### config.mk
export PLATFORM = sky130hd
export DESIGN_NAME = pixel_reader
export DESIGN_NICKNAME = d
export VERILOG_FILES = /design/src/logic/jpc_pkg.sv /design/src/logic/pixel_reader.sv
export SDC_FILE = /design/constraint.sdc
export NUM_CORES = 1
export LEC_CHECK = 0
export BUFFER_PORTS_ARGS = -buffer_cell sky130_fd_sc_hd__buf_2
export CELL_PAD_IN_SITES_DETAIL_PLACEMENT = 1
export CELL_PAD_IN_SITES_GLOBAL_PLACEMENT = 1
export CORE_MARGIN = 5
export CORE_UTILIZATION = 31
export DETAILED_ROUTE_END_ITERATION = 12
export GPL_ROUTABILITY_DRIVEN = 0
export HOLD_SLACK_MARGIN = 0.08
export PLACE_DENSITY = 0.82
export SKIP_CTS_REPAIR_TIMING = 1
export SLEW_MARGIN = 5
export SYNTH_ARGS = -nofsm -noshare
export SYNTH_HDL_FRONTEND = slang
export SYNTH_SLANG_ARGS = --single-unit
### constraint.sdc
create_clock -name clk -period 1.5 [get_ports clk]
set_input_delay 0.15 -clock clk [delete_from_list [all_inputs] [get_ports clk]]
set_output_delay 0.15 -clock clk [all_outputs]
set_load 0.01 [all_outputs]
### src/logic/jpc_pkg.sv
//**********************************************************************
// shared types for the compressor front end
// pixel, coefficient, buffer address and count types, tile mode codes
//**********************************************************************
package jpc_pkg;

    // buffer geometry
    localparam int BUF_PAGES      = 4;  // macroblock pages in tile_buf
    localparam int WORDS_PER_PAGE = 32; // 64-bit words in one 16x16 macroblock

    // raw 8-bit pixel from the sensor path
    typedef logic [7:0] pixel_t;

    // pixel minus block average, fits -255..255
    typedef logic signed [8:0] coef_t;

    // write word, 8 pixels in scanline order
    typedef logic [63:0] buf_word_t;

    // page number inside the buffer
    typedef logic [1:0] page_t;

    // byte read address {page, byte index}
    typedef logic [9:0] buf_addr_t;

    // macroblocks per row or macroblock rows, minus 1
    typedef logic [12:0] mb_count_t;

    // 8x8 block inside a macroblock
    typedef logic [1:0] block_num_t;

    // tile modes, codes kept from the full compressor
    typedef enum logic [2:0] {
        cmprs_mono16 = 3'd2, // four quadrant blocks
        cmprs_jp4    = 3'd3  // one block per bayer plane
    } cmprs_mode_e;

endpackage

### src/logic/pixel_reader.sv
//**********************************************************************
// block-order address generator and pixel stream for one macroblock
//**********************************************************************
module pixel_reader (
    input  logic                 clk,
    input  logic                 reset,
    input  logic                 frame_en,
    input  jpc_pkg::cmprs_mode_e mode,
    input  logic                 mb_start,
    input  logic                 first_mb,
    input  logic                 last_mb,
    input  jpc_pkg::page_t       rd_page,
    output logic                 rd_en,
    output jpc_pkg::buf_addr_t   rd_addr,
    output logic                 mb_done,
    input  jpc_pkg::pixel_t      rd_data,
    output jpc_pkg::pixel_t      pix,
    output logic                 pix_valid,
    output logic                 blk_start,
    output jpc_pkg::block_num_t  blk_num,
    output logic                 blk_first,
    output logic                 blk_last
);
    import jpc_pkg::*;

    logic       active;  // macroblock read in progress
    logic [7:0] cnt;     // {block, row, column} read counter
    logic [7:0] idx;     // byte index inside the page
    page_t      page_l;  // page of the running macroblock
    logic       first_l; // flags latched at mb_start
    logic       last_l;

    // cnt[7:6] block, cnt[5:3] row in block, cnt[2:0] column
    always_comb begin
        case (mode)
            cmprs_jp4: idx = {cnt[5:3], cnt[7], cnt[2:0], cnt[6]}; // parity picks the plane
            default:   idx = {cnt[7], cnt[5:3], cnt[6], cnt[2:0]}; // quadrant of 16x16
        endcase
    end

    assign rd_en   = active;
    assign rd_addr = {page_l, idx};
    assign mb_done = active && (cnt == 8'hff); // last address of the macroblock
    assign pix     = rd_data;                  // buffer output register is the pixel stage

    always_ff @(posedge clk) begin
        if (reset || !frame_en) begin
            active <= 1'b0;
            cnt    <= '0;
        end else if (mb_start) begin
            active <= 1'b1;
            cnt    <= '0;
        end else if (active) begin
            cnt <= cnt + 1'b1;
            if (cnt == 8'hff)
                active <= 1'b0;
        end
    end

    always_ff @(posedge clk) begin
        if (mb_start) begin
            page_l  <= rd_page;
            first_l <= first_mb;
            last_l  <= last_mb;
        end
    end

    // flags delayed one cycle to sit with rd_data
    always_ff @(posedge clk) begin
        if (reset || !frame_en) begin
            pix_valid <= 1'b0;
            blk_start <= 1'b0;
        end else begin
            pix_valid <= active;
            blk_start <= active && (cnt[5:0] == 6'd0);
        end
    end

    always_ff @(posedge clk) begin
        blk_num   <= cnt[7:6];
        blk_first <= first_l;
        blk_last  <= last_l;
    end

endmodule

==> flow_summary_export.csv <==
group,metric,value,unit
global_routing,antenna_found_initial,0,
setup_path,crit_start,"cnt[1]",
pwr,intPower,0.000664,W
setup_path,worstPathMaxFanout,5,
floorplan,die_h,61.9,um
cells_and_area,drive_above_1_share,47.3,%
cells_and_area,finalNonFillerCells,140,
timing,finClkSkew,5.22,ps
floorplan,io_pins,45,
timing,max_slew.worst_pin.slew,436,ps
synthesis,synth_area_per_cell,10.2,sq um
pwr,p_switching,0.000197,W
detailed_routing,viasPerCell,4.71,
setup_path,timing.rr.end,"blk_start",
timing,fin_ws,24.2,ps
floorplan,rows,18,
setup_path,worst-path-buf-inv,1,
synthesis,ys_types,27,
synthesis,syn-cell-area,835,sq um
synthesis,ys_ff_latch,19,
setup_path,critPathTopFamily,"flip-flops",
setup_path,arrival,1330,ps
detailed_routing,routedWlPerCell,14.4,um
detailed_routing,routed_wl,2020,um
placed_design,place.port_buffers,28,
setup_path,cp-start-kind,"flop",
floorplan,core,0.00252,sq mm
clock_tree,htree_levels,1,
setup_path,cp-end-kind,"output port",
cells_and_area,area_growth,28.8,%
worst_hold_path,whs_path_depth,1,
clock_tree,cts_tree,"done",
detailed_routing,ant_nets,0,
cells_and_area,mostFrequentLayoutCell,"buf_2",
timing,max_slew_margin,70.8,%
synthesis,yosys_warnings,0,
clock_tree,cts_buffers,3,
synthesis,synth_cells,82,
global_routing,grt_pass1_wl,3020,um
timing,layout_min_cycle_time,1480,ps
placed_design,preCtsSetupSlack,104,ps
cells_and_area,diodes,0,
pwr,pwr-share-seq,62.3,%
run_status,status,"finished clean",
pwr,p_leak,0.458,nW
global_routing,grt_max_degree,12,
detailed_routing,via_count,659,
pwr,swShare,22.9,%
timing,slew_viol_final,0,
cells_and_area,final_cell_mix,"buf_2 (28), dfxtp_1 (8), mux2_2 (6), nand2_1 (6)",
setup_path,crit_end,"mb_done",
global_routing,grt_pass1_vias,659,
timing,period_share,98.4,%
floorplan,dieArea,0.00383,sq mm
setup_path,slowest_delay,400,ps
clock_tree,cts.clk_slew.worst_paths,110,ps
timing,rsz0062_at_grt,"true",
global_routing,grt-ovfl-total,0,
clock_tree,cts_root_buffer,"clkbuf_4",
clock_tree,cts_buffer_depth,2,
synthesis,ys_seq_area_share,50.4,%
timing,hold_viol_final,0,
detailed_routing,post-route-drc-count,0,
clock_tree,clock-sinks,19,
setup_path,r2r_start,"cnt[0]",
placed_design,dp_hpwl,1440,um
floorplan,initial_core_util,33.1,%
floorplan,die_w,61.9,um
job,maxCapViolations,0,
pwr,power_frac_comb,7.6,%
setup_path,crit_chain,"ha_4 > nand2_2 > nor3_2 > and2_1 > buf_2",
cells_and_area,final_core_util,42.6,%
timing,setup_violations,0,
pwr,peakVddDrop,0.470,mV
detailed_routing,initialDrtViolationCount,21,
setup_path,r2r.worst_path.cells,5,
setup_path,slowest_stage,"dfxtp_4",
synthesis,syn_nets,103,
setup_path,path_depth,5,
timing,holdWs,137,ps
setup_path,worst-setup-path-type,"reg -> out",
worst_hold_path,hold_path_class,"in -> reg",
placed_design,dp.cells,130,
detailed_routing,drt_first_pass_iters,3,
setup_path,cp.required,1350,ps
cells_and_area,nNetsFinal,132,
clock_tree,clk-insertion-delay-late,300,ps
pwr,clkPwrFrac,30.1,%
global_routing,grt_use_total,10.6,%
timing,max_freq,678,MHz
setup_path,reg2reg_slack,150,ps
pwr,p_per_area,801,mW/mm^2
==> kinds of logic (layout without fill, tap and decap cells) <==
| kind of cell | after synthesis | after routing | share of synthesized area (%) |
|---|---|---|---|
| compound gates | 9 | 9 | 5.70 |
| xor+xnor | 4 | 4 | 4.20 |
| fa+ha+maj | 2 | 2 | 3.00 |
| buf+inv | 14 | 42 | 10.2 |
| flops | 19 | 19 | 50.4 |
| mux | 7 | 7 | 9.29 |
| simple gates | 27 | 27 | 17.2 |
==> final cells by class <==
| class | instances | area (sq um) |
|---|---|---|
| multi-input cells | 49 | 357 |
| fillers | 306 | 1450 |
| clock buffers | 3 | 22.5 |
| inverters | 3 | 11.3 |
| repair buffers | 35 | 203 |
| flip-flops and latches | 19 | 439 |
| clock inverters | 1 | 5.00 |
| well taps | 30 | 37.5 |
==> flip-flops by register name (all words and copies together), names as in the netlist <==
register	flops
cnt	8
blk_last	1
blk_first	1
rd_en	1
blk_start	1
pix_valid	1
page_l	2
last_l	1
first_l	1
blk_num	2
==> cell usage after synthesis <==
cell	n	share of area, %
dfxtp_1	15	36
buf_4	8	7.2
nand2_1	7	3.1
mux2_2	6	8.1
nor2_1	5	2.2
o21ai_0	5	3.0
edfxtp_1	4	14
a21oi_1	3	1.8
inv_1	3	1.3
xor2_1	3	3.1
buf_2	2	1.2
ha_1	2	3.0
nand3_1	2	1.2
nand4_1	2	1.5
nor3_1	2	1.2
or3_1	2	1.5
and2_1	1	0.75
clkbuf_1	1	0.45
mux2i_1	1	1.2
nand2b_1	1	0.75
nand3_2	1	1.2
nand3b_1	1	0.90
nor2b_1	1	0.75
o31ai_1	1	0.90
or4_1	1	0.90
or4b_1	1	1.2
xnor2_1	1	1.0
==> metrics by stage <==
step | TNS [ps] | power (W) | instance area (sq um)
global route | -55.5 | 0.000908 | 1070
detailed placement | 0 | 0.000612 | 946
CTS | -168 | 0.000880 | 973
floorplan | 0 | 0.000601 | 835
finish | 0 | 0.000861 | 1070
global placement | 0 | 0.000609 | 946
==> metal layers <==
layer  wire length (um)  track usage (%)  vias up
met5                  0                0        -
met4                  0             4.55        0
met3                156             2.27        0
met2               1030             17.8       24
met1                827             13.0      308
li1                   -                -      327
==> worst min-delay path by stage <==
stage          startpoint   endpoint
6_report         mb_start    first_l
5_1_grt          mb_start  page_l[0]
4_1_cts           last_mb     last_l
3_5_place_dp   rd_data[2]     pix[2]
3_3_place_gp   rd_data[2]     pix[2]
2_1_floorplan    first_mb    first_l
==> power groups by stage <==
stage               Combinational (W)  Clock [W]  Sequential [W]
floorplan                   0.0000408          0        0.000561
global placement            0.0000544          0        0.000554
detailed placement          0.0000570          0        0.000555
global route                0.0000724   0.000298        0.000538
CTS                         0.0000570   0.000280        0.000543
finish                      0.0000657   0.000259        0.000536
No activity file was read; power rests on OpenSTA's default activity.
