## src/logic/jpc_pkg.sv

```systemverilog
//**********************************************************************
// shared types for the compressor front end
// pixel, coefficient, buffer address and count types, tile mode codes
//**********************************************************************
package jpc_pkg;

    // buffer geometry
    localparam int BUF_PAGES      = 4;  // macroblock pages in tile_buf
    localparam int WORDS_PER_PAGE = 32; // 64-bit words in one 16x16 macroblock

    // raw 8-bit pixel from the sensor path
    typedef logic [7:0] pixel_t;

    // pixel minus block average, fits -255..255
    typedef logic signed [8:0] coef_t;

    // write word, 8 pixels in scanline order
    typedef logic [63:0] buf_word_t;

    // page number inside the buffer
    typedef logic [1:0] page_t;

    // byte read address {page, byte index}
    typedef logic [9:0] buf_addr_t;

    // macroblocks per row or macroblock rows, minus 1
    typedef logic [12:0] mb_count_t;

    // 8x8 block inside a macroblock
    typedef logic [1:0] block_num_t;

    // tile modes, codes kept from the full compressor
    typedef enum logic [2:0] {
        cmprs_mono16 = 3'd2, // four quadrant blocks
        cmprs_jp4    = 3'd3  // one block per bayer plane
    } cmprs_mode_e;

endpackage

```

## src/logic/block_dc_remover.sv

```systemverilog
//**********************************************************************
// double-buffered 8x8 block averager
// plays each block back with its rounded average removed
//**********************************************************************
module block_dc_remover (
    input  logic                clk,
    input  logic                reset,
    input  logic                frame_en,
    input  jpc_pkg::pixel_t     pix,
    input  logic                pix_valid,
    input  logic                blk_start,
    input  jpc_pkg::block_num_t blk_num,
    input  logic                blk_first,
    input  logic                blk_last,
    output jpc_pkg::coef_t      yc_nodc,
    output jpc_pkg::pixel_t     yc_avr,
    output logic                dv,
    output logic                ds,
    output jpc_pkg::block_num_t tn,
    output logic                first,
    output logic                last
);
    import jpc_pkg::*;

    pixel_t      mem [128];  // two 64-entry banks
    logic [5:0]  wa;         // write index of this pixel
    logic [5:0]  wcnt;       // next write index
    logic        wbank;      // bank being filled
    logic        wdone;      // block just completed
    logic [13:0] sum;        // running block sum
    logic [13:0] sum_rnd;    // sum plus half step
    block_num_t  tn_w;       // tags of the block being written
    logic        first_w;
    logic        last_w;
    logic        ractive;    // playback running
    logic        rbank;      // bank being played back
    logic [5:0]  rcnt;       // playback index
    pixel_t      rd_pix;

    assign wa      = blk_start ? 6'd0 : wcnt; // resync on every block start
    assign sum_rnd = sum + 14'd32;
    assign rd_pix  = mem[{rbank, rcnt}];

    always_ff @(posedge clk) begin
        if (pix_valid)
            mem[{wbank, wa}] <= pix;
    end

    // write side
    always_ff @(posedge clk) begin
        if (reset || !frame_en) begin
            wcnt  <= '0;
            wbank <= 1'b0;
            wdone <= 1'b0;
        end else begin
            wdone <= pix_valid && (wa == 6'd63);
            if (pix_valid) begin
                wcnt <= wa + 1'b1;
                if (wa == 6'd63)
                    wbank <= ~wbank; // swap banks at block end
            end
        end
    end

    always_ff @(posedge clk) begin
        if (pix_valid)
            sum <= (blk_start ? 14'd0 : sum) + 14'(pix);
        if (blk_start) begin
            tn_w    <= blk_num;
            first_w <= blk_first;
            last_w  <= blk_last;
        end
    end

    // playback control, ds one cycle ahead of dv
    always_ff @(posedge clk) begin
        if (reset || !frame_en) begin
            ractive <= 1'b0;
            rbank   <= 1'b0;
            rcnt    <= '0;
            ds      <= 1'b0;
            dv      <= 1'b0;
        end else begin
            ds <= wdone;
            dv <= ractive;
            if (wdone) begin
                ractive <= 1'b1;
                rbank   <= ~wbank; // bank that just filled
                rcnt    <= '0;
            end else if (ractive) begin
                rcnt <= rcnt + 1'b1;
                if (rcnt == 6'd63)
                    ractive <= 1'b0;
            end
        end
    end

    // average and tags held from ds to next ds
    always_ff @(posedge clk) begin
        if (wdone) begin
            yc_avr <= sum_rnd[13:6]; // (sum + 32) >> 6
            tn     <= tn_w;
            first  <= first_w;
            last   <= last_w;
        end
        if (ractive)
            yc_nodc <= $signed({1'b0, rd_pix}) - $signed({1'b0, yc_avr});
    end

endmodule

```

## config.mk

```make
export PLATFORM = sky130hd
export DESIGN_NAME = block_dc_remover
export DESIGN_NICKNAME = d
export VERILOG_FILES = /design/src/logic/jpc_pkg.sv /design/src/logic/block_dc_remover.sv
export SDC_FILE = /design/constraint.sdc
export NUM_CORES = 1
export LEC_CHECK = 0
export BUFFER_PORTS_ARGS = -buffer_cell sky130_fd_sc_hd__buf_4
export CORE_MARGIN = 5
export CORE_UTILIZATION = 45
export DETAILED_ROUTE_END_ITERATION = 16
export HOLD_SLACK_MARGIN = 0.05
export PLACE_DENSITY_LB_ADDON = 0.2
export SYNTH_ARGS = -nofsm -noshare
export SYNTH_HDL_FRONTEND = slang
export SYNTH_SLANG_ARGS = --single-unit
```

## constraint.sdc

```tcl
create_clock -name clk -period 9.3 [get_ports clk]
set_input_delay 1.86 -clock clk [delete_from_list [all_inputs] [get_ports clk]]
set_output_delay 1.86 -clock clk [all_outputs]
set_load 0.03 [all_outputs]
```

==> out/qor.txt <==
Status = finished clean
Critical path class = flip-flop to flip-flop
Final setup viols = 0
Vias/cell = 5.99
Startpoint types = flip-flop
Hpwl dp = 67.1 mm
Max Slew Vio Count = 0
Drt drc = 0
CP max stage cell = a2111oi_0
Clk slew on worst S/H paths = 0.06 ns
Clk_lat worst skew = 0.69 ns
WP buf/inv = 4
Worst slew pin tran = 1.34 ns
Worst-path cell chain = buf_4 > inv_1 > buf_4 > nand2_1 > a21oi_1 > a2111oi_0 > o31ai_1 > o32ai_1 > ha_1 > inv_1 > fa_1 > nand2_1 > nand2_1 > a21oi_1 > o21bai_1 > a21oi_1 > xnor2_1
CTS max path bufs = 3
Most common library cells after synthesis = edfxtp_1 (1063), mux4_2 (211), nor2_1 (180)
Share of cells above drive strength 1 = 20.1%
Crit. path cell count = 17
1st-pass router iterations = 5
Synth Register Bits = 1081
GRT Residual Overflow = 0
Relative slew margins = 8.10%
Drt wl/cell = 29.7 um
WP data arrival = 5.97 ns
Mapped Area = 0.0426 mm2
Peak Freq = 180 MHz
Final nets = 2289
Syn nets = 2216
Largest net degree at the start of global routing = 122
Hold Vio Cnt, Final = 0
Vias = 21558
Top FF cell, synth = edfxtp_1
Vias in the first global route = 21733
CTS H-Tree Depth = 3
Routability cong. = 0.849
Crit. End Element = flip-flop
Root Driver = clkbuf_16
Avg Synthesized Cell Area = 19.6 um2
EDFF count, synth = 1063
Total wire length = 107 mm
Post-layout util = 51.0%
Syn Inst Count = 2178
Async S/R FF share, synth = 0%
Post-route setup TNS = 0 ns
Post_cts resized = 0
P_leak = 0.0143 uW
Initial antenna violation count = 0
I/O pin total = 40
Initial DRC Count = 2209
Top-area cell type share of the netlist area = 74.9%
Warnings, synthesis = 0
Final ANT Viol Nets = 0
Hold Crit Class = flip-flop to flip-flop
Highest ir drop seen on vdd = 0.149 mV
Most common cell in the netlist = edfxtp_1
Die area = 0.101 mm2
Area growth, synth to finish = 12.0%
Seq/Total Area, Yosys = 75.8%
TritonCTS clock tree = built
Post-CTS setup buffers = 0
Total track usage = 20.9%
Initial Util = 45.5%
Family with the most delay on the worst path = compound AO/OA/AOI/OAI gates
Die Wd = 318 um
Pwr dens = 206 mW/mm2
Clock buffer count from CTS = 108
Site Rows = 112
Min cycle time layout = 5.55 ns
Slowest Stage Delay on Critical Path = 0.97 ns
Fin crit share = 59.6%
# diodes = 0
MaxCap Viol Count = 0
First-pass GRT wire length = 155 mm
Die height = 318 um
CP Max Fanout = 41
CP Data Required Time = 9.73 ns
Area of the core = 0.0936 mm2
RSZ-0062 raised after global routing = no
Port bufs = 39
Hold path cells = 0
Synth area leaders = edfxtp_1 (75%), mux4_2 (11%), mux2i_1 (2.4%)
Area leader, netlist = edfxtp_1
Distinct cells, synth = 59
R2R depth = 17
CTS Hold Bufs = 0
CTS sink cnt = 1081
Worst clock skew = 0.0327 ns
==> path summary, 6_finish.rpt <==
path | slack, ns | start | endpoint
max reg2reg | 3.75 | rcnt[2] | yc_nodc[6]
min | 0.43 | tn_w[1] | tn[1]
max | 3.75 | rcnt[2] | yc_nodc[6]
min reg2reg | 0.43 | tn_w[1] | tn[1]
==> layer usage <==
metal | track usage [%] | vias up | part of all wire, %
met4 | 5.65 | 0 | 2.7
met3 | 3.57 | 154 | 7.3
met5 | 0 | - | 0
li1 | - | 9087 | -
met1 | 29.4 | 11422 | 41
met2 | 34.2 | 895 | 49
==> cell type report <==
| type | count | area (um2) |
|---|---|---|
| sequential | 1081 | 32300 |
| multi-input combinational | 959 | 9670 |
| clock buffer | 143 | 2930 |
| tap | 1254 | 1570 |
| inverter | 17 | 63.8 |
| clock inverter | 59 | 526 |
| fill | 7553 | 45900 |
| timing repair buffer | 84 | 668 |
==> power breakdown <==
group	switching, uW	internal [uW]	leakage, uW	total [uW]
combinational	141	46.3	0.00288	188
clock	1830	2420	0.00169	4250
sequential	12.4	5370	0.00972	5380
total	1990	7830	0.0143	9820
==> stage by stage <==
| stage | std cells | hold slack [ns] | cell area (um2) | total power, uW | setup WS (ns) |
|---|---|---|---|---|---|
| final | 3597 | 0.428 | 47700 | 9820 | 3.75 |
| after global routing | 3597 | 0.432 | 47700 | 10100 | 3.41 |
| after CTS | 3597 | 0.433 | 47700 | 9890 | 3.75 |
| after detailed placement | 3395 | 0.419 | 44300 | 5670 | 3.75 |
| after global placement | 3395 | 0.405 | 44300 | 5660 | 3.66 |
| after floorplan | 2178 | 0.400 | 42600 | 5550 | 5.38 |
==> logic make-up after synthesis <==
logic type | Yosys count | synth area share (%)
fa+ha+maj | 21 | 0.652
simple gates | 359 | 3.81
buf+inv | 138 | 1.55
flops | 1081 | 75.8
mux | 324 | 13.8
xor+xnor | 26 | 0.535
compound gates | 229 | 3.83
==> placed cells by master, fill, tap and decap left out, types with 6 or more instances in the layout <==
| cell type | count |
|---|---|
| nand3_1 | 20 |
| nand4_1 | 10 |
| xnor2_1 | 12 |
| dfxtp_1 | 15 |
| mux4_2 | 211 |
| clkinv_2 | 21 |
| or3_1 | 6 |
| o221ai_1 | 12 |
| a31oi_1 | 9 |
| mux2_2 | 9 |
| nor2b_1 | 24 |
| buf_4 | 81 |
| nand3b_1 | 8 |
| clkbuf_8 | 10 |
| o22ai_1 | 25 |
| clkbuf_1 | 25 |
| a221oi_1 | 18 |
| a21oi_1 | 28 |
| bufinv_16 | 7 |
| o21ai_0 | 21 |
| mux2i_1 | 104 |
| a22o_1 | 12 |
| nor2_1 | 179 |
| nand2_1 | 61 |
| nand2b_1 | 7 |
| edfxtp_1 | 1063 |
| a2111oi_0 | 7 |
| a211oi_1 | 31 |
| clkbuf_16 | 108 |
| nor3_1 | 23 |
| xor2_1 | 14 |
| ha_1 | 19 |
| inv_1 | 16 |
| clkinv_1 | 21 |
| a22oi_1 | 29 |
==> registers in the layout, indices dropped and copies added (netlist names) <==
signal   cells
yc_nodc      9
sum         14
rbank        1
tn           2
rcnt         6
first_w      1
tn_w         2
ractive      1
last_w       1
first        1
yc_avr       8
wcnt         6
wdone        1
ds           1
last         1
wbank        1
dv           1
mem       1024
No activity file was read; power rests on OpenSTA's default activity.
