**config.mk**
```make
export PLATFORM = sky130hd
export DESIGN_NAME = mb_sequencer
export DESIGN_NICKNAME = d
export VERILOG_FILES = /design/src/logic/jpc_pkg.sv /design/src/logic/mb_sequencer.sv
export SDC_FILE = /design/constraint.sdc
export NUM_CORES = 1
export LEC_CHECK = 0
export BUFFER_PORTS_ARGS = -buffer_cell sky130_fd_sc_hd__buf_2
export CORE_MARGIN = 2
export CORE_UTILIZATION = 55
export CTS_BUF_LIST = sky130_fd_sc_hd__clkbuf_4
export DETAILED_ROUTE_END_ITERATION = 8
export PLACE_DENSITY = 0.86
export SKIP_LAST_GASP = 1
export SYNTH_ARGS = -nofsm -noshare
export SYNTH_HDL_FRONTEND = slang
export SYNTH_SLANG_ARGS = --single-unit
```
**constraint.sdc**
```tcl
create_clock -name clk -period 6.6 [get_ports clk]
set_clock_uncertainty 0.05 [all_clocks]
set_input_delay 0.99 -clock clk [delete_from_list [all_inputs] [get_ports clk]]
set_output_delay 0.99 -clock clk [all_outputs]
set_load 0.01 [all_outputs]
```
**src/logic/jpc_pkg.sv**
```systemverilog
//**********************************************************************
// shared types for the compressor front end
// pixel, coefficient, buffer address and count types, tile mode codes
//**********************************************************************
package jpc_pkg;

    // buffer geometry
    localparam int BUF_PAGES      = 4;  // macroblock pages in tile_buf
    localparam int WORDS_PER_PAGE = 32; // 64-bit words in one 16x16 macroblock

    // raw 8-bit pixel from the sensor path
    typedef logic [7:0] pixel_t;

    // pixel minus block average, fits -255..255
    typedef logic signed [8:0] coef_t;

    // write word, 8 pixels in scanline order
    typedef logic [63:0] buf_word_t;

    // page number inside the buffer
    typedef logic [1:0] page_t;

    // byte read address {page, byte index}
    typedef logic [9:0] buf_addr_t;

    // macroblocks per row or macroblock rows, minus 1
    typedef logic [12:0] mb_count_t;

    // 8x8 block inside a macroblock
    typedef logic [1:0] block_num_t;

    // tile modes, codes kept from the full compressor
    typedef enum logic [2:0] {
        cmprs_mono16 = 3'd2, // four quadrant blocks
        cmprs_jp4    = 3'd3  // one block per bayer plane
    } cmprs_mode_e;

endpackage

```
**src/logic/mb_sequencer.sv**
```systemverilog
//**********************************************************************
// frame sequencer, page accounting and macroblock start
// tracks x/y position and marks first and last macroblock
//**********************************************************************
module mb_sequencer #(
    parameter int N_PAGES = jpc_pkg::BUF_PAGES
) (
    input  logic               clk,
    input  logic               reset,
    input  logic               frame_en,
    input  logic               frame_go,
    input  jpc_pkg::mb_count_t n_blocks_in_row_m1,
    input  jpc_pkg::mb_count_t n_block_rows_m1,
    input  logic               page_written,
    input  logic               mb_done,
    output logic               mb_start,
    output jpc_pkg::page_t     rd_page,
    output logic               first_mb,
    output logic               last_mb,
    output logic               busy,
    output logic               buf_full
);
    import jpc_pkg::*;

    localparam int CNT_W = $clog2(N_PAGES + 1); // counts 0..N_PAGES

    typedef enum logic [1:0] {
        idle,
        wait_page,
        reading
    } seq_state_e;

    seq_state_e        state;
    logic [CNT_W-1:0]  n_filled;  // pages holding unread data
    mb_count_t         mb_x;      // next macroblock column
    mb_count_t         mb_y;      // next macroblock row
    logic              can_start; // launch a macroblock this cycle

    assign buf_full = (n_filled == CNT_W'(N_PAGES));

    // back to back launch when another page is already there
    always_comb begin
        can_start = 1'b0;
        if (state == wait_page)
            can_start = (n_filled != '0);
        else if (state == reading && mb_done && !last_mb)
            can_start = (n_filled > CNT_W'(1)) || page_written; // one page frees now
    end

    // page count runs even while idle so the source can prefill
    always_ff @(posedge clk) begin
        if (reset || !frame_en) begin
            n_filled <= '0;
            rd_page  <= '0;
        end else begin
            case ({page_written, mb_done})
                2'b10:   n_filled <= n_filled + 1'b1;
                2'b01:   n_filled <= n_filled - 1'b1;
                default: n_filled <= n_filled; // both or none
            endcase
            if (mb_done) begin
                if (rd_page == page_t'(N_PAGES - 1))
                    rd_page <= '0;
                else
                    rd_page <= rd_page + 1'b1;
            end
        end
    end

    always_ff @(posedge clk) begin
        if (reset || !frame_en) begin
            state    <= idle;
            busy     <= 1'b0;
            mb_start <= 1'b0;
            first_mb <= 1'b0;
            last_mb  <= 1'b0;
            mb_x     <= '0;
            mb_y     <= '0;
        end else begin
            mb_start <= can_start;
            if (can_start) begin
                first_mb <= (mb_x == '0) && (mb_y == '0);
                last_mb  <= (mb_x == n_blocks_in_row_m1) && (mb_y == n_block_rows_m1);
                if (mb_x == n_blocks_in_row_m1) begin
                    mb_x <= '0;
                    mb_y <= mb_y + 1'b1; // next macroblock row
                end else begin
                    mb_x <= mb_x + 1'b1;
                end
            end
            case (state)
                idle: if (frame_go) begin
                    state <= wait_page;
                    busy  <= 1'b1;
                    mb_x  <= '0;
                    mb_y  <= '0;
                end
                wait_page: if (can_start) state <= reading;
                reading: if (mb_done) begin
                    if (last_mb) begin
                        state <= idle; // frame done
                        busy  <= 1'b0;
                    end else if (!can_start) begin
                        state <= wait_page;
                    end
                end
                default: state <= idle;
            endcase
        end
    end

endmodule

```
==> impl_metrics.py, run 1 <==
metrics = {
    "power_and_ir_drop": {
        "pwr-share-clk_pct": 42.0,
        "p_int_uw": 362.5,
        "seq_power_share_pct": 48.7,
        "swShare_pct": 22.43,
        "p_leak_uw": 0.001003,
        "irDropWorstVdd_uv": 111.3,
        "p_switching_uw": 104.8,
        "powerDensity_nw_per_um2": 177.2,
        "combPwrFrac_pct": 9.3,
    },
    "critical_path": {
        "critPathLaunchType": "input port",
        "crit_path_end_kind": "flip-flop",
        "cpPeakStageDelay_ns": 0.55,
        "worst-path-buf-inv": 2,
        "crit_path_start": "n_blocks_in_row_m1[1]",
        "timing.critical_path.slowest_stage_cell": "or4_1",
        "crit_cells": 7,
        "cp-endpoint": "mb_y[11]",
        "rrSetupSlack_ns": 4.18,
        "r2r_cells": 8,
        "r2r_end": "mb_y[11]",
        "worstPathRequired_ns": 6.83,
        "cp_cell_sequence": "buf_2, xor2_1, nor4_1, nand4_1, buf_4, or4_1, a21oi_1",
        "crit_type": "in -> reg",
        "worstPathArrival_ns": 2.71,
        "crit_family": "simple AND/OR/NAND/NOR gates",
        "reg2reg_from": "n_filled[0]",
        "path_max_fanout": 51,
    },
    "clock_network": {
        "cts_tree": "done",
        "numCtsBuffers": 5,
        "cts.path.max_buffers": 2,
        "worstSkewPairLatency_ns": 0.35,
        "post-cts-setup-buffer-count": 0,
        "cts.reportedPaths.clkPinSlew_ns": 0.11,
        "ctsHoldBuffers": 0,
        "clockRootBuffer": "clkbuf_4",
        "cts_max_level": 2,
        "cts_sinks": 37,
        "cts_resized": 0,
    },
    "placed_design": {
        "dp_hpwl_mm": 3.663,
        "gp_congestion": 0.7815,
        "io_buffers": 38,
    },
    "floorplan": {
        "die_x_microns": 69.47,
        "io_pins": 39,
        "start_util_pct": 58.09,
        "dieArea_sq_um": 4825,
        "fp.dieH_microns": 69.47,
        "core_area_sq_um": 4058,
        "rows": 23,
    },
    "sta": {
        "drv_slew": 0,
        "fin_setup_tns_ns": 0,
        "setup_viol": 0,
        "worst_slew_margin_rel_pct": 67.27,
        "final_hold_viol_count": 0,
        "max_freq_ghz": 0.4033,
        "rsz0062_at_grt": "false",
        "finalCriticalPeriod_ns": 2.480,
        "fin_crit_sh_pct": 37.57,
        "tightest_slew_ns": 0.4909,
    },
    "synth": {
        "synthFlopType": "dfxtp_1",
        "syn-cell-area_sq_um": 2357,
        "yosysMostFrequentCell": "dfxtp_1",
        "synth_commonest_cells": "dfxtp_1, nand3_1, xor2_1, nand2_1, nor2_1",
        "syn_nets": 338,
        "synthTopCellsByArea": "dfxtp_1, xor2_1, nand3_1",
        "synth_area_per_cell_sq_um": 7.964,
        "yosysTopAreaCell": "dfxtp_1",
        "async_flop_share_pct": 0,
        "yosys_warnings": 0,
        "synth_seq_area_share_pct": 31.42,
        "synth_cells": 296,
        "synth_top_area_share_pct": 31.42,
        "yosys.cell_types.count": 47,
        "synth-edff-count": 0,
        "synth_seq_cells": 37,
    },
    "finish": {
        "area_growth_pct": 11.89,
        "drive_above_1_share_pct": 18.15,
        "diodes": 0,
        "fin_util_pct": 65.00,
        "nNetsFinal": 366,
    },
    "grt": {
        "antenna_found_initial": 0,
        "grt_pass1_vias": 2070,
        "grt_overflow_total": 0,
        "grt_pass1_wl_mm": 9.094,
        "grt_max_degree": 52,
        "grt_use_total_pct": 22.54,
    },
    "job": {
        "drv_cap": 0,
    },
    "detailed_routing": {
        "wire_per_inst_microns": 14.11,
        "vias": 2261,
        "dr.first_iter.drc_count": 301,
        "dr.pass1.iters": 5,
        "wl_mm": 5.293,
        "drc": 0,
        "vias_per_cell": 6.029,
        "drtAntennaViolNets": 0,
    },
    "min_path": {
        "min_from": "first_mb",
        "min_path_type": "reg -> reg",
    },
    "run_status": {
        "status": "complete, no violations",
    },
}
-- per-stage QoR --
| step | cell area [sq um] | worst slack (ns) | power, uW | cells | hold WS [ns] |
|---|---|---|---|---|---|
| 6_report | 2638 | 4.120 | 467.4 | 375 | 0.4220 |
| 5_1_grt | 2638 | 3.975 | 487.4 | 375 | 0.4429 |
| 4_1_cts | 2638 | 4.131 | 471.9 | 375 | 0.4299 |
| 3_5_place_dp | 2535 | 3.778 | 275.9 | 367 | 0.4131 |
| 3_3_place_gp | 2535 | 3.784 | 274.4 | 367 | 0.3996 |
| 2_1_floorplan | 2357 | 4.103 | 258.2 | 296 | 0.4262 |
-- cell usage in the layout, fill, tap and decap left out, types with 3 or more instances in the layout --
master	count
a31oi_1	10
clkbuf_4	5
nand2_1	23
nor4_1	8
o21ai_0	3
inv_1	10
a21oi_1	19
nand3_1	33
buf_4	3
and2_1	3
xnor2_1	4
mux2i_1	3
xor2_1	24
ha_1	10
nand4_1	9
or4_1	11
nor3_1	4
or3_1	3
o31ai_1	13
buf_2	38
nor2_1	20
dfxtp_1	37
-- state kept, by name (all words and copies together), names as in the netlist --
signal	flops
mb_x	13
mb_y	13
n_filled	3
rd_page	2
state	2
busy	1
first_mb	1
last_mb	1
mb_start	1
-- metal layers --
layer | track usage [%] | vias to the layer above | part of all wire [%] | wire length [microns]
met5 | 0 | - | 0 | 0
met4 | 8.279 | 0 | 1.1 | 57
met3 | 4.797 | 9 | 6.5 | 344
met2 | 37.93 | 78 | 48 | 2559
met1 | 28.33 | 1034 | 44 | 2332
li1 | - | 1140 | - | -
-- cell families after synthesis --
| logic type | synth area share [%] |
|---|---|
| AND/OR/NAND/NOR | 31.37 |
| XOR/XNOR | 10.40 |
| AO/OA/AOI/OAI | 14.49 |
| buffers and inverters | 5.733 |
| flip-flops | 31.42 |
| adder cells (fa/ha/maj) | 5.308 |
| multiplexers | 1.274 |
-- power groups by stage --
stage,registers (uW),logic [uW],clock network [uW]
after global routing,228,48.5,211
final,228,43.3,197
after floorplan,233,25.5,0
after CTS,228,43.3,201
after detailed placement,233,43.2,0
after global placement,233,41.8,0
-- worst register-to-register path: stages, from the launching register on --
cell and delay [ns]:
dfxtp_1 0.43, inv_1 0.09, ha_1 0.21, nor2b_1 0.14, or3_1 0.37, and2_1 0.16, buf_4 0.25, or4_1 0.51
a21oi_1 0.16
-- worst min-delay path by stage --
| stage | endpoint | cells after the start | slack (ns) |
|---|---|---|---|
| finish | first_mb | 2 | 0.42 |
| global route | first_mb | 2 | 0.44 |
| CTS | first_mb | 2 | 0.43 |
| detailed placement | first_mb | 2 | 0.41 |
| global placement | first_mb | 2 | 0.40 |
| floorplan | first_mb | 2 | 0.43 |
-- layout make-up --
cell class	count	area, sq um
Multi-Input combinational cell	229	1481
Clock buffer	5	37.54
Sequential cell	37	740.7
Tap cell	50	62.56
Timing Repair Buffer	41	212.7
Fill cell	351	1420
Clock inverter	3	65.06
Inverter	10	37.54
Power figures use the tool's default switching activity.
==> run 2, diff against run 1 <==
ABC_AREA = 1   (was not set)
CORE_UTILIZATION = 53   (was 55)
clock period = 2.1 ns   (was 6.6 ns; I/O delays follow)
==> run 2 against run 1 <==
  * Combinational power increased to 4.4 times the previous value
  * First-iteration DRC count decreased by 57%
  * Area after synthesis increased by 4.6%
  * Worst setup slack got worse by 3.9 ns
  * Synthesized cell count increased by 30%
  * Cell count increased by 28%
  * Critical endpoint is now mb_x[6]
  * Largest cell class unchanged
==> impl_metrics.py, run 2 <==
metrics = {
    "critical_path": {
        "reg2reg_from": "n_filled[1]",
        "worstPathRequired_ns": 2.31,
        "crit_type": "reg -> reg",
        "path_max_fanout": 15,
        "worstPathArrival_ns": 2.13,
        "crit_path_end_kind": "flip-flop",
        "crit_path_start": "n_filled[1]",
        "critPathLaunchType": "flip-flop",
    },
    "finish": {
        "nNetsFinal": 470,
        "area_growth_pct": 14.00,
        "drive_above_1_share_pct": 18.18,
        "fin_util_pct": 63.69,
        "reg.largest.list": "mb_x x13, mb_y x13, n_filled x3",
        "layout_commonest_cell": "nand2_1",
        "mostFrequentLayoutCells": "nand2_1, inv_1, nor2_1, buf_2, dfxtp_1",
        "diodes": 0,
    },
    "sta": {
        "max_freq_ghz": 0.5206,
        "tightest_slew_ns": 0.3812,
        "whs_ns": 0.1991,
        "setup_viol": 0,
        "layout_setup_ws_ns": 0.1790,
        "worst_slew_margin_rel_pct": 74.39,
        "fin_crit_sh_pct": 91.47,
        "rsz0062_at_grt": "false",
        "drv_slew": 0,
        "final_hold_viol_count": 0,
        "finalCriticalPeriod_ns": 1.921,
        "fin_setup_tns_ns": 0,
    },
    "power_and_ir_drop": {
        "pwr-share-clk_pct": 41.2,
        "seq_power_share_pct": 46.5,
        "p_leak_uw": 0.001291,
        "irDropWorstVdd_uv": 568.7,
        "p_int_uw": 1163,
        "p_switching_uw": 388.9,
        "total_power_uw": 1552,
        "swShare_pct": 25.06,
        "powerDensity_nw_per_um2": 551.9,
        "combPwrFrac_pct": 12.3,
    },
    "min_path": {
        "min_from": "mb_done",
        "min_path_type": "in -> reg",
    },
    "detailed_routing": {
        "drtAntennaViolNets": 0,
        "wire_per_inst_microns": 11.46,
        "drc": 0,
        "dr.pass1.iters": 4,
        "vias": 2468,
        "wl_mm": 5.511,
        "vias_per_cell": 5.131,
        "dr.first_iter.drc_count": 130,
    },
    "synth": {
        "syn_nets": 426,
        "async_flop_share_pct": 0,
        "syn-cell-area_sq_um": 2466,
        "synthFlopType": "dfxtp_1",
        "synth_seq_area_share_pct": 30.04,
        "yosys_warnings": 0,
        "synth_cells": 384,
        "synth_commonest_cells": "nand2_1, inv_1, nor2_1, dfxtp_1, a21oi_1",
        "yosys.cell_types.count": 32,
        "synthTopCellsByArea": "dfxtp_1, nand2_1, inv_1",
        "synth_seq_cells": 37,
        "synth_area_per_cell_sq_um": 6.422,
        "yosysMostFrequentCell": "nand2_1",
        "yosysTopAreaCell": "dfxtp_1",
        "synth_top_area_share_pct": 30.04,
        "synth-edff-count": 0,
    },
    "clock_network": {
        "worstSkewPairLatency_ns": 0.37,
        "cts_max_level": 2,
        "ctsHoldBuffers": 0,
        "cts_sinks": 37,
        "cts.reportedPaths.clkPinSlew_ns": 0.12,
        "post-cts-setup-buffer-count": 0,
        "cts_tree": "done",
        "cts.path.max_buffers": 2,
        "numCtsBuffers": 5,
        "cts_resized": 0,
        "clockRootBuffer": "clkbuf_4",
    },
    "grt": {
        "grt_pass1_wl_mm": 9.646,
        "grt_overflow_total": 0,
        "antenna_found_initial": 0,
        "grt_use_total_pct": 23.25,
        "grt_pass1_vias": 2367,
        "grt_max_degree": 16,
    },
    "floorplan": {
        "fp.dieH_microns": 72.22,
        "io_pins": 39,
        "rows": 24,
        "dieArea_sq_um": 5215,
        "start_util_pct": 55.87,
        "die_x_microns": 72.22,
        "core_area_sq_um": 4414,
    },
    "placed_design": {
        "dp_hpwl_mm": 4.350,
        "io_buffers": 38,
        "post-place-ws_ns": 0.1987,
        "gp_congestion": 0.8792,
    },
    "job": {
        "drv_cap": 0,
    },
    "run_status": {
        "status": "complete, no violations",
    },
}
-- run 2: cell type report --
cell class | instances | area (sq um)
Fill cell | 407 | 1603
Multi-Input combinational cell | 282 | 1461
Sequential cell | 37 | 740.7
Inverter | 62 | 232.7
Timing Repair Buffer | 40 | 205.2
Clock inverter | 3 | 68.82
Tap cell | 52 | 65.06
Clock buffer | 5 | 37.54
-- run 2: cells by family after synthesis --
family          Yosys count  share of synthesized area, %
xor+xnor                 13                         4.617
buf+inv                  65                         10.70
flops                    37                         30.04
fa+ha+maj                10                         5.074
simple gates            213                         39.73
compound gates           46                         9.843
-- run 2: layer usage --
| layer | track usage (%) | vias to the layer above | routed length [microns] |
|---|---|---|---|
| li1 | - | 1312 | - |
| met4 | 8.595 | 0 | 89 |
| met1 | 29.31 | 1083 | 2579 |
| met5 | 0 | - | 0 |
| met3 | 7.222 | 11 | 285 |
| met2 | 37.31 | 62 | 2556 |
-- run 2: worst paths after layout --
check / to / slack (ns) / cells past startpoint
max: mb_x[6] / 0.18 / 10
min: rd_page[1] / 0.20 / 3
max reg2reg: mb_x[6] / 0.18 / 10
min reg2reg: first_mb / 0.45 / 2
-- run 2: power groups by stage --
stage	clock (uW)	combinational (uW)	sequential [uW]
2_1_floorplan	0	123	737
3_3_place_gp	0	185	737
5_1_grt	673	217	723
4_1_cts	645	190	722
3_5_place_dp	0	188	737
6_report	640	190	722
-- run 2: critical path: stages, from the launching register on --
cell,delay [ns]
dfxtp_1,0.37
inv_1,0.09
ha_1,0.18
o21ai_1,0.12
nand2_1,0.12
nand2_2,0.11
nand2_4,0.13
nor2_8,0.24
inv_1,0.11
nand2_1,0.21
nor2_1,0.08
-- run 2: per-stage QoR --
stage | area, sq um | cells
final | 2811 | 481
after global routing | 2811 | 481
after CTS | 2811 | 481
after detailed placement | 2705 | 473
after global placement | 2705 | 473
after floorplan | 2466 | 384
==> run 3, diff against run 2 <==
BUFFER_PORTS_ARGS = -buffer_cell sky130_fd_sc_hd__buf_4   (was -buffer_cell sky130_fd_sc_hd__buf_2)
GPL_TIMING_DRIVEN = 0   (was not set)
==> run 3 against run 2 <==
  * Cell count unchanged
  * Utilization up 1.8 points
  * Clock power down 24%
  * Total power down 8.7%
  * Register-to-register slack better by 0.13 ns
  * Worst setup slack better by 0.13 ns
==> impl_metrics.py, run 3 (same netlist as run 2, synthesis figures left out) <==
metrics = {
    "finish": {
        "diodes": 0,
        "fin_area_sq_um": 2889,
        "drive_above_1_share_pct": 18.18,
        "nNetsFinal": 471,
        "reg.largest.list": "mb_x x13, mb_y x13, n_filled x3",
        "fin_util_pct": 65.45,
        "finalNonFillerCells": 481,
        "layout_commonest_cell": "nand2_1",
        "area_growth_pct": 17.15,
        "mostFrequentLayoutCells": "nand2_1, inv_1, nor2_1, buf_4, dfxtp_1",
        "num-fill-cells": 403,
    },
    "critical_path": {
        "path_max_fanout": 10,
        "critPathLaunchType": "flip-flop",
        "worstPathArrival_ns": 1.98,
        "crit_type": "reg -> reg",
        "cp-endpoint": "mb_x[3]",
        "crit_path_end_kind": "flip-flop",
        "r2r_end": "mb_x[3]",
        "worst-path-buf-inv": 2,
        "cp_cell_sequence": "inv_1, ha_1, o21ai_1, nand2_1, nand2_2, nand2_4, buf_2, nor2_1, xor2_1, nor2_1",
        "crit_cells": 10,
        "cpPeakStageDelay_ns": 0.36,
        "r2r_cells": 10,
        "rrSetupSlack_ns": 0.31,
        "worstPathRequired_ns": 2.30,
        "crit_path_start": "n_filled[1]",
        "path_common_cell": "nor2_1",
        "crit_family": "simple AND/OR/NAND/NOR gates",
        "reg2reg_from": "n_filled[1]",
        "timing.critical_path.slowest_stage_cell": "dfxtp_1",
    },
    "floorplan": {
        "die_x_microns": 72.22,
        "io_pins": 39,
        "core_area_sq_um": 4414,
        "dieArea_sq_um": 5215,
        "fp.dieH_microns": 72.22,
        "rows": 24,
        "start_util_pct": 55.87,
    },
    "sta": {
        "final_hold_viol_count": 0,
        "fin_crit_sh_pct": 85.17,
        "finalCriticalPeriod_ns": 1.789,
        "drv_slew": 0,
        "worst_slew_margin_rel_pct": 73.71,
        "rsz0062_at_grt": "false",
        "setup_viol": 0,
        "tightest_slew_ns": 0.3935,
        "max_freq_ghz": 0.5591,
        "fin_setup_tns_ns": 0,
    },
    "power_and_ir_drop": {
        "irDropWorstVdd_uv": 331.3,
        "p_leak_uw": 0.001309,
        "powerDensity_nw_per_um2": 490.5,
    },
    "placed_design": {
        "io_buffers": 38,
        "placed_cell_area_sq_um": 2816,
        "place_inst": 474,
        "gp_congestion": 0.8548,
        "dp_hpwl_mm": 4.513,
    },
    "job": {
        "drv_cap": 0,
    },
    "run_status": {
        "status": "complete, no violations",
    },
    "grt": {
        "grt_overflow_total": 0,
        "grt_pass1_vias": 2495,
        "antenna_found_initial": 0,
        "grt_pass1_wl_mm": 10.08,
        "grt_use_total_pct": 24.09,
        "grt_max_degree": 12,
    },
    "detailed_routing": {
        "drc": 0,
        "drtAntennaViolNets": 0,
        "wire_per_inst_microns": 11.95,
        "dr_wl_met2_mm": 2.676,
        "vias": 2566,
        "dr.pass1.iters": 5,
        "wl_mm": 5.749,
        "met3_length_microns": 317,
        "top_layer": "met4",
        "dr.first_iter.drc_count": 219,
        "met1_length_mm": 2.604,
        "vias_per_cell": 5.335,
    },
    "clock_network": {
        "clockRootBuffer": "clkbuf_4",
        "numCtsBuffers": 5,
        "worstSkewPairLatency_ns": 0.35,
        "post-cts-setup-buffer-count": 0,
        "ctsHoldBuffers": 0,
        "cts_max_level": 2,
        "cts_sinks": 37,
        "cts_tree": "done",
        "cts.path.max_buffers": 2,
        "cts_resized": 0,
        "cts.reportedPaths.clkPinSlew_ns": 0.11,
    },
    "min_path": {
        "min_path_type": "in -> reg",
    },
}
run 3: cell count changes in the layout (fill, tap and decap cells not counted):
cell / delta
buf_2: -37
buf_4: +36
buf_6: +1
buf_8: +1
bufinv_16: -1
clkinv_2: +1
inv_6: -1
run 3: through the flow:
stage	power, uW	setup slack, ns	hold WS (ns)
3_3_place_gp	940.5	0.2344	0.4070
2_1_floorplan	859.9	0.4960	0.4121
5_1_grt	1486	0.09153	0.2234
6_report	1417	0.3115	0.2044
3_5_place_dp	947.3	0.1583	0.4104
4_1_cts	1423	0.3004	0.1990
run 3: report_power, final:
part	switching (uW)	total (uW)	internal (uW)	leakage (uW)
Sequential	8.82	721	712	0.000299
Clock	242	484	242	0.0000410
Combinational	117	212	94.4	0.000969
run 3: worst min-delay path by stage:
stage / from / end / slack [ns] / cells after the start
finish: mb_done / rd_page[1] / 0.20 / 3
global route: frame_go / busy / 0.22 / 3
CTS: mb_done / rd_page[1] / 0.20 / 3
detailed placement: first_mb / first_mb / 0.41 / 2
global placement: first_mb / first_mb / 0.41 / 2
floorplan: mb_done / rd_page[1] / 0.41 / 2
run 3: routing by layer:
layer,global-route usage (%),vias to the layer above
li1,-,1308
met1,29.21,1167
met2,39.86,74
met3,5.139,17
met4,12.79,0
met5,0,-
run 3: worst reg2reg max path: cells and delay by family, from the launching register on:
kind / cells / cell delay (ns)
AND/OR/NAND/NOR: 5 / 0.50
flip-flops: 1 / 0.36
buffers and inverters: 2 / 0.30
adder cells (fa/ha/maj): 1 / 0.18
XOR/XNOR: 1 / 0.16
AO/OA/AOI/OAI: 1 / 0.13
run 3: layout make-up:
class	instances	area, sq um	share of cell area (%)
inverter	62	232.7	8.055
multi-input combinational	282	1461	50.58
sequential	37	740.7	25.64
timing repair buffer	38	285.3	9.874
buffer	3	31.28	1.083
tap	52	65.06	2.252
clock inverter	2	35.03	1.213
clock buffer	5	37.54	1.299
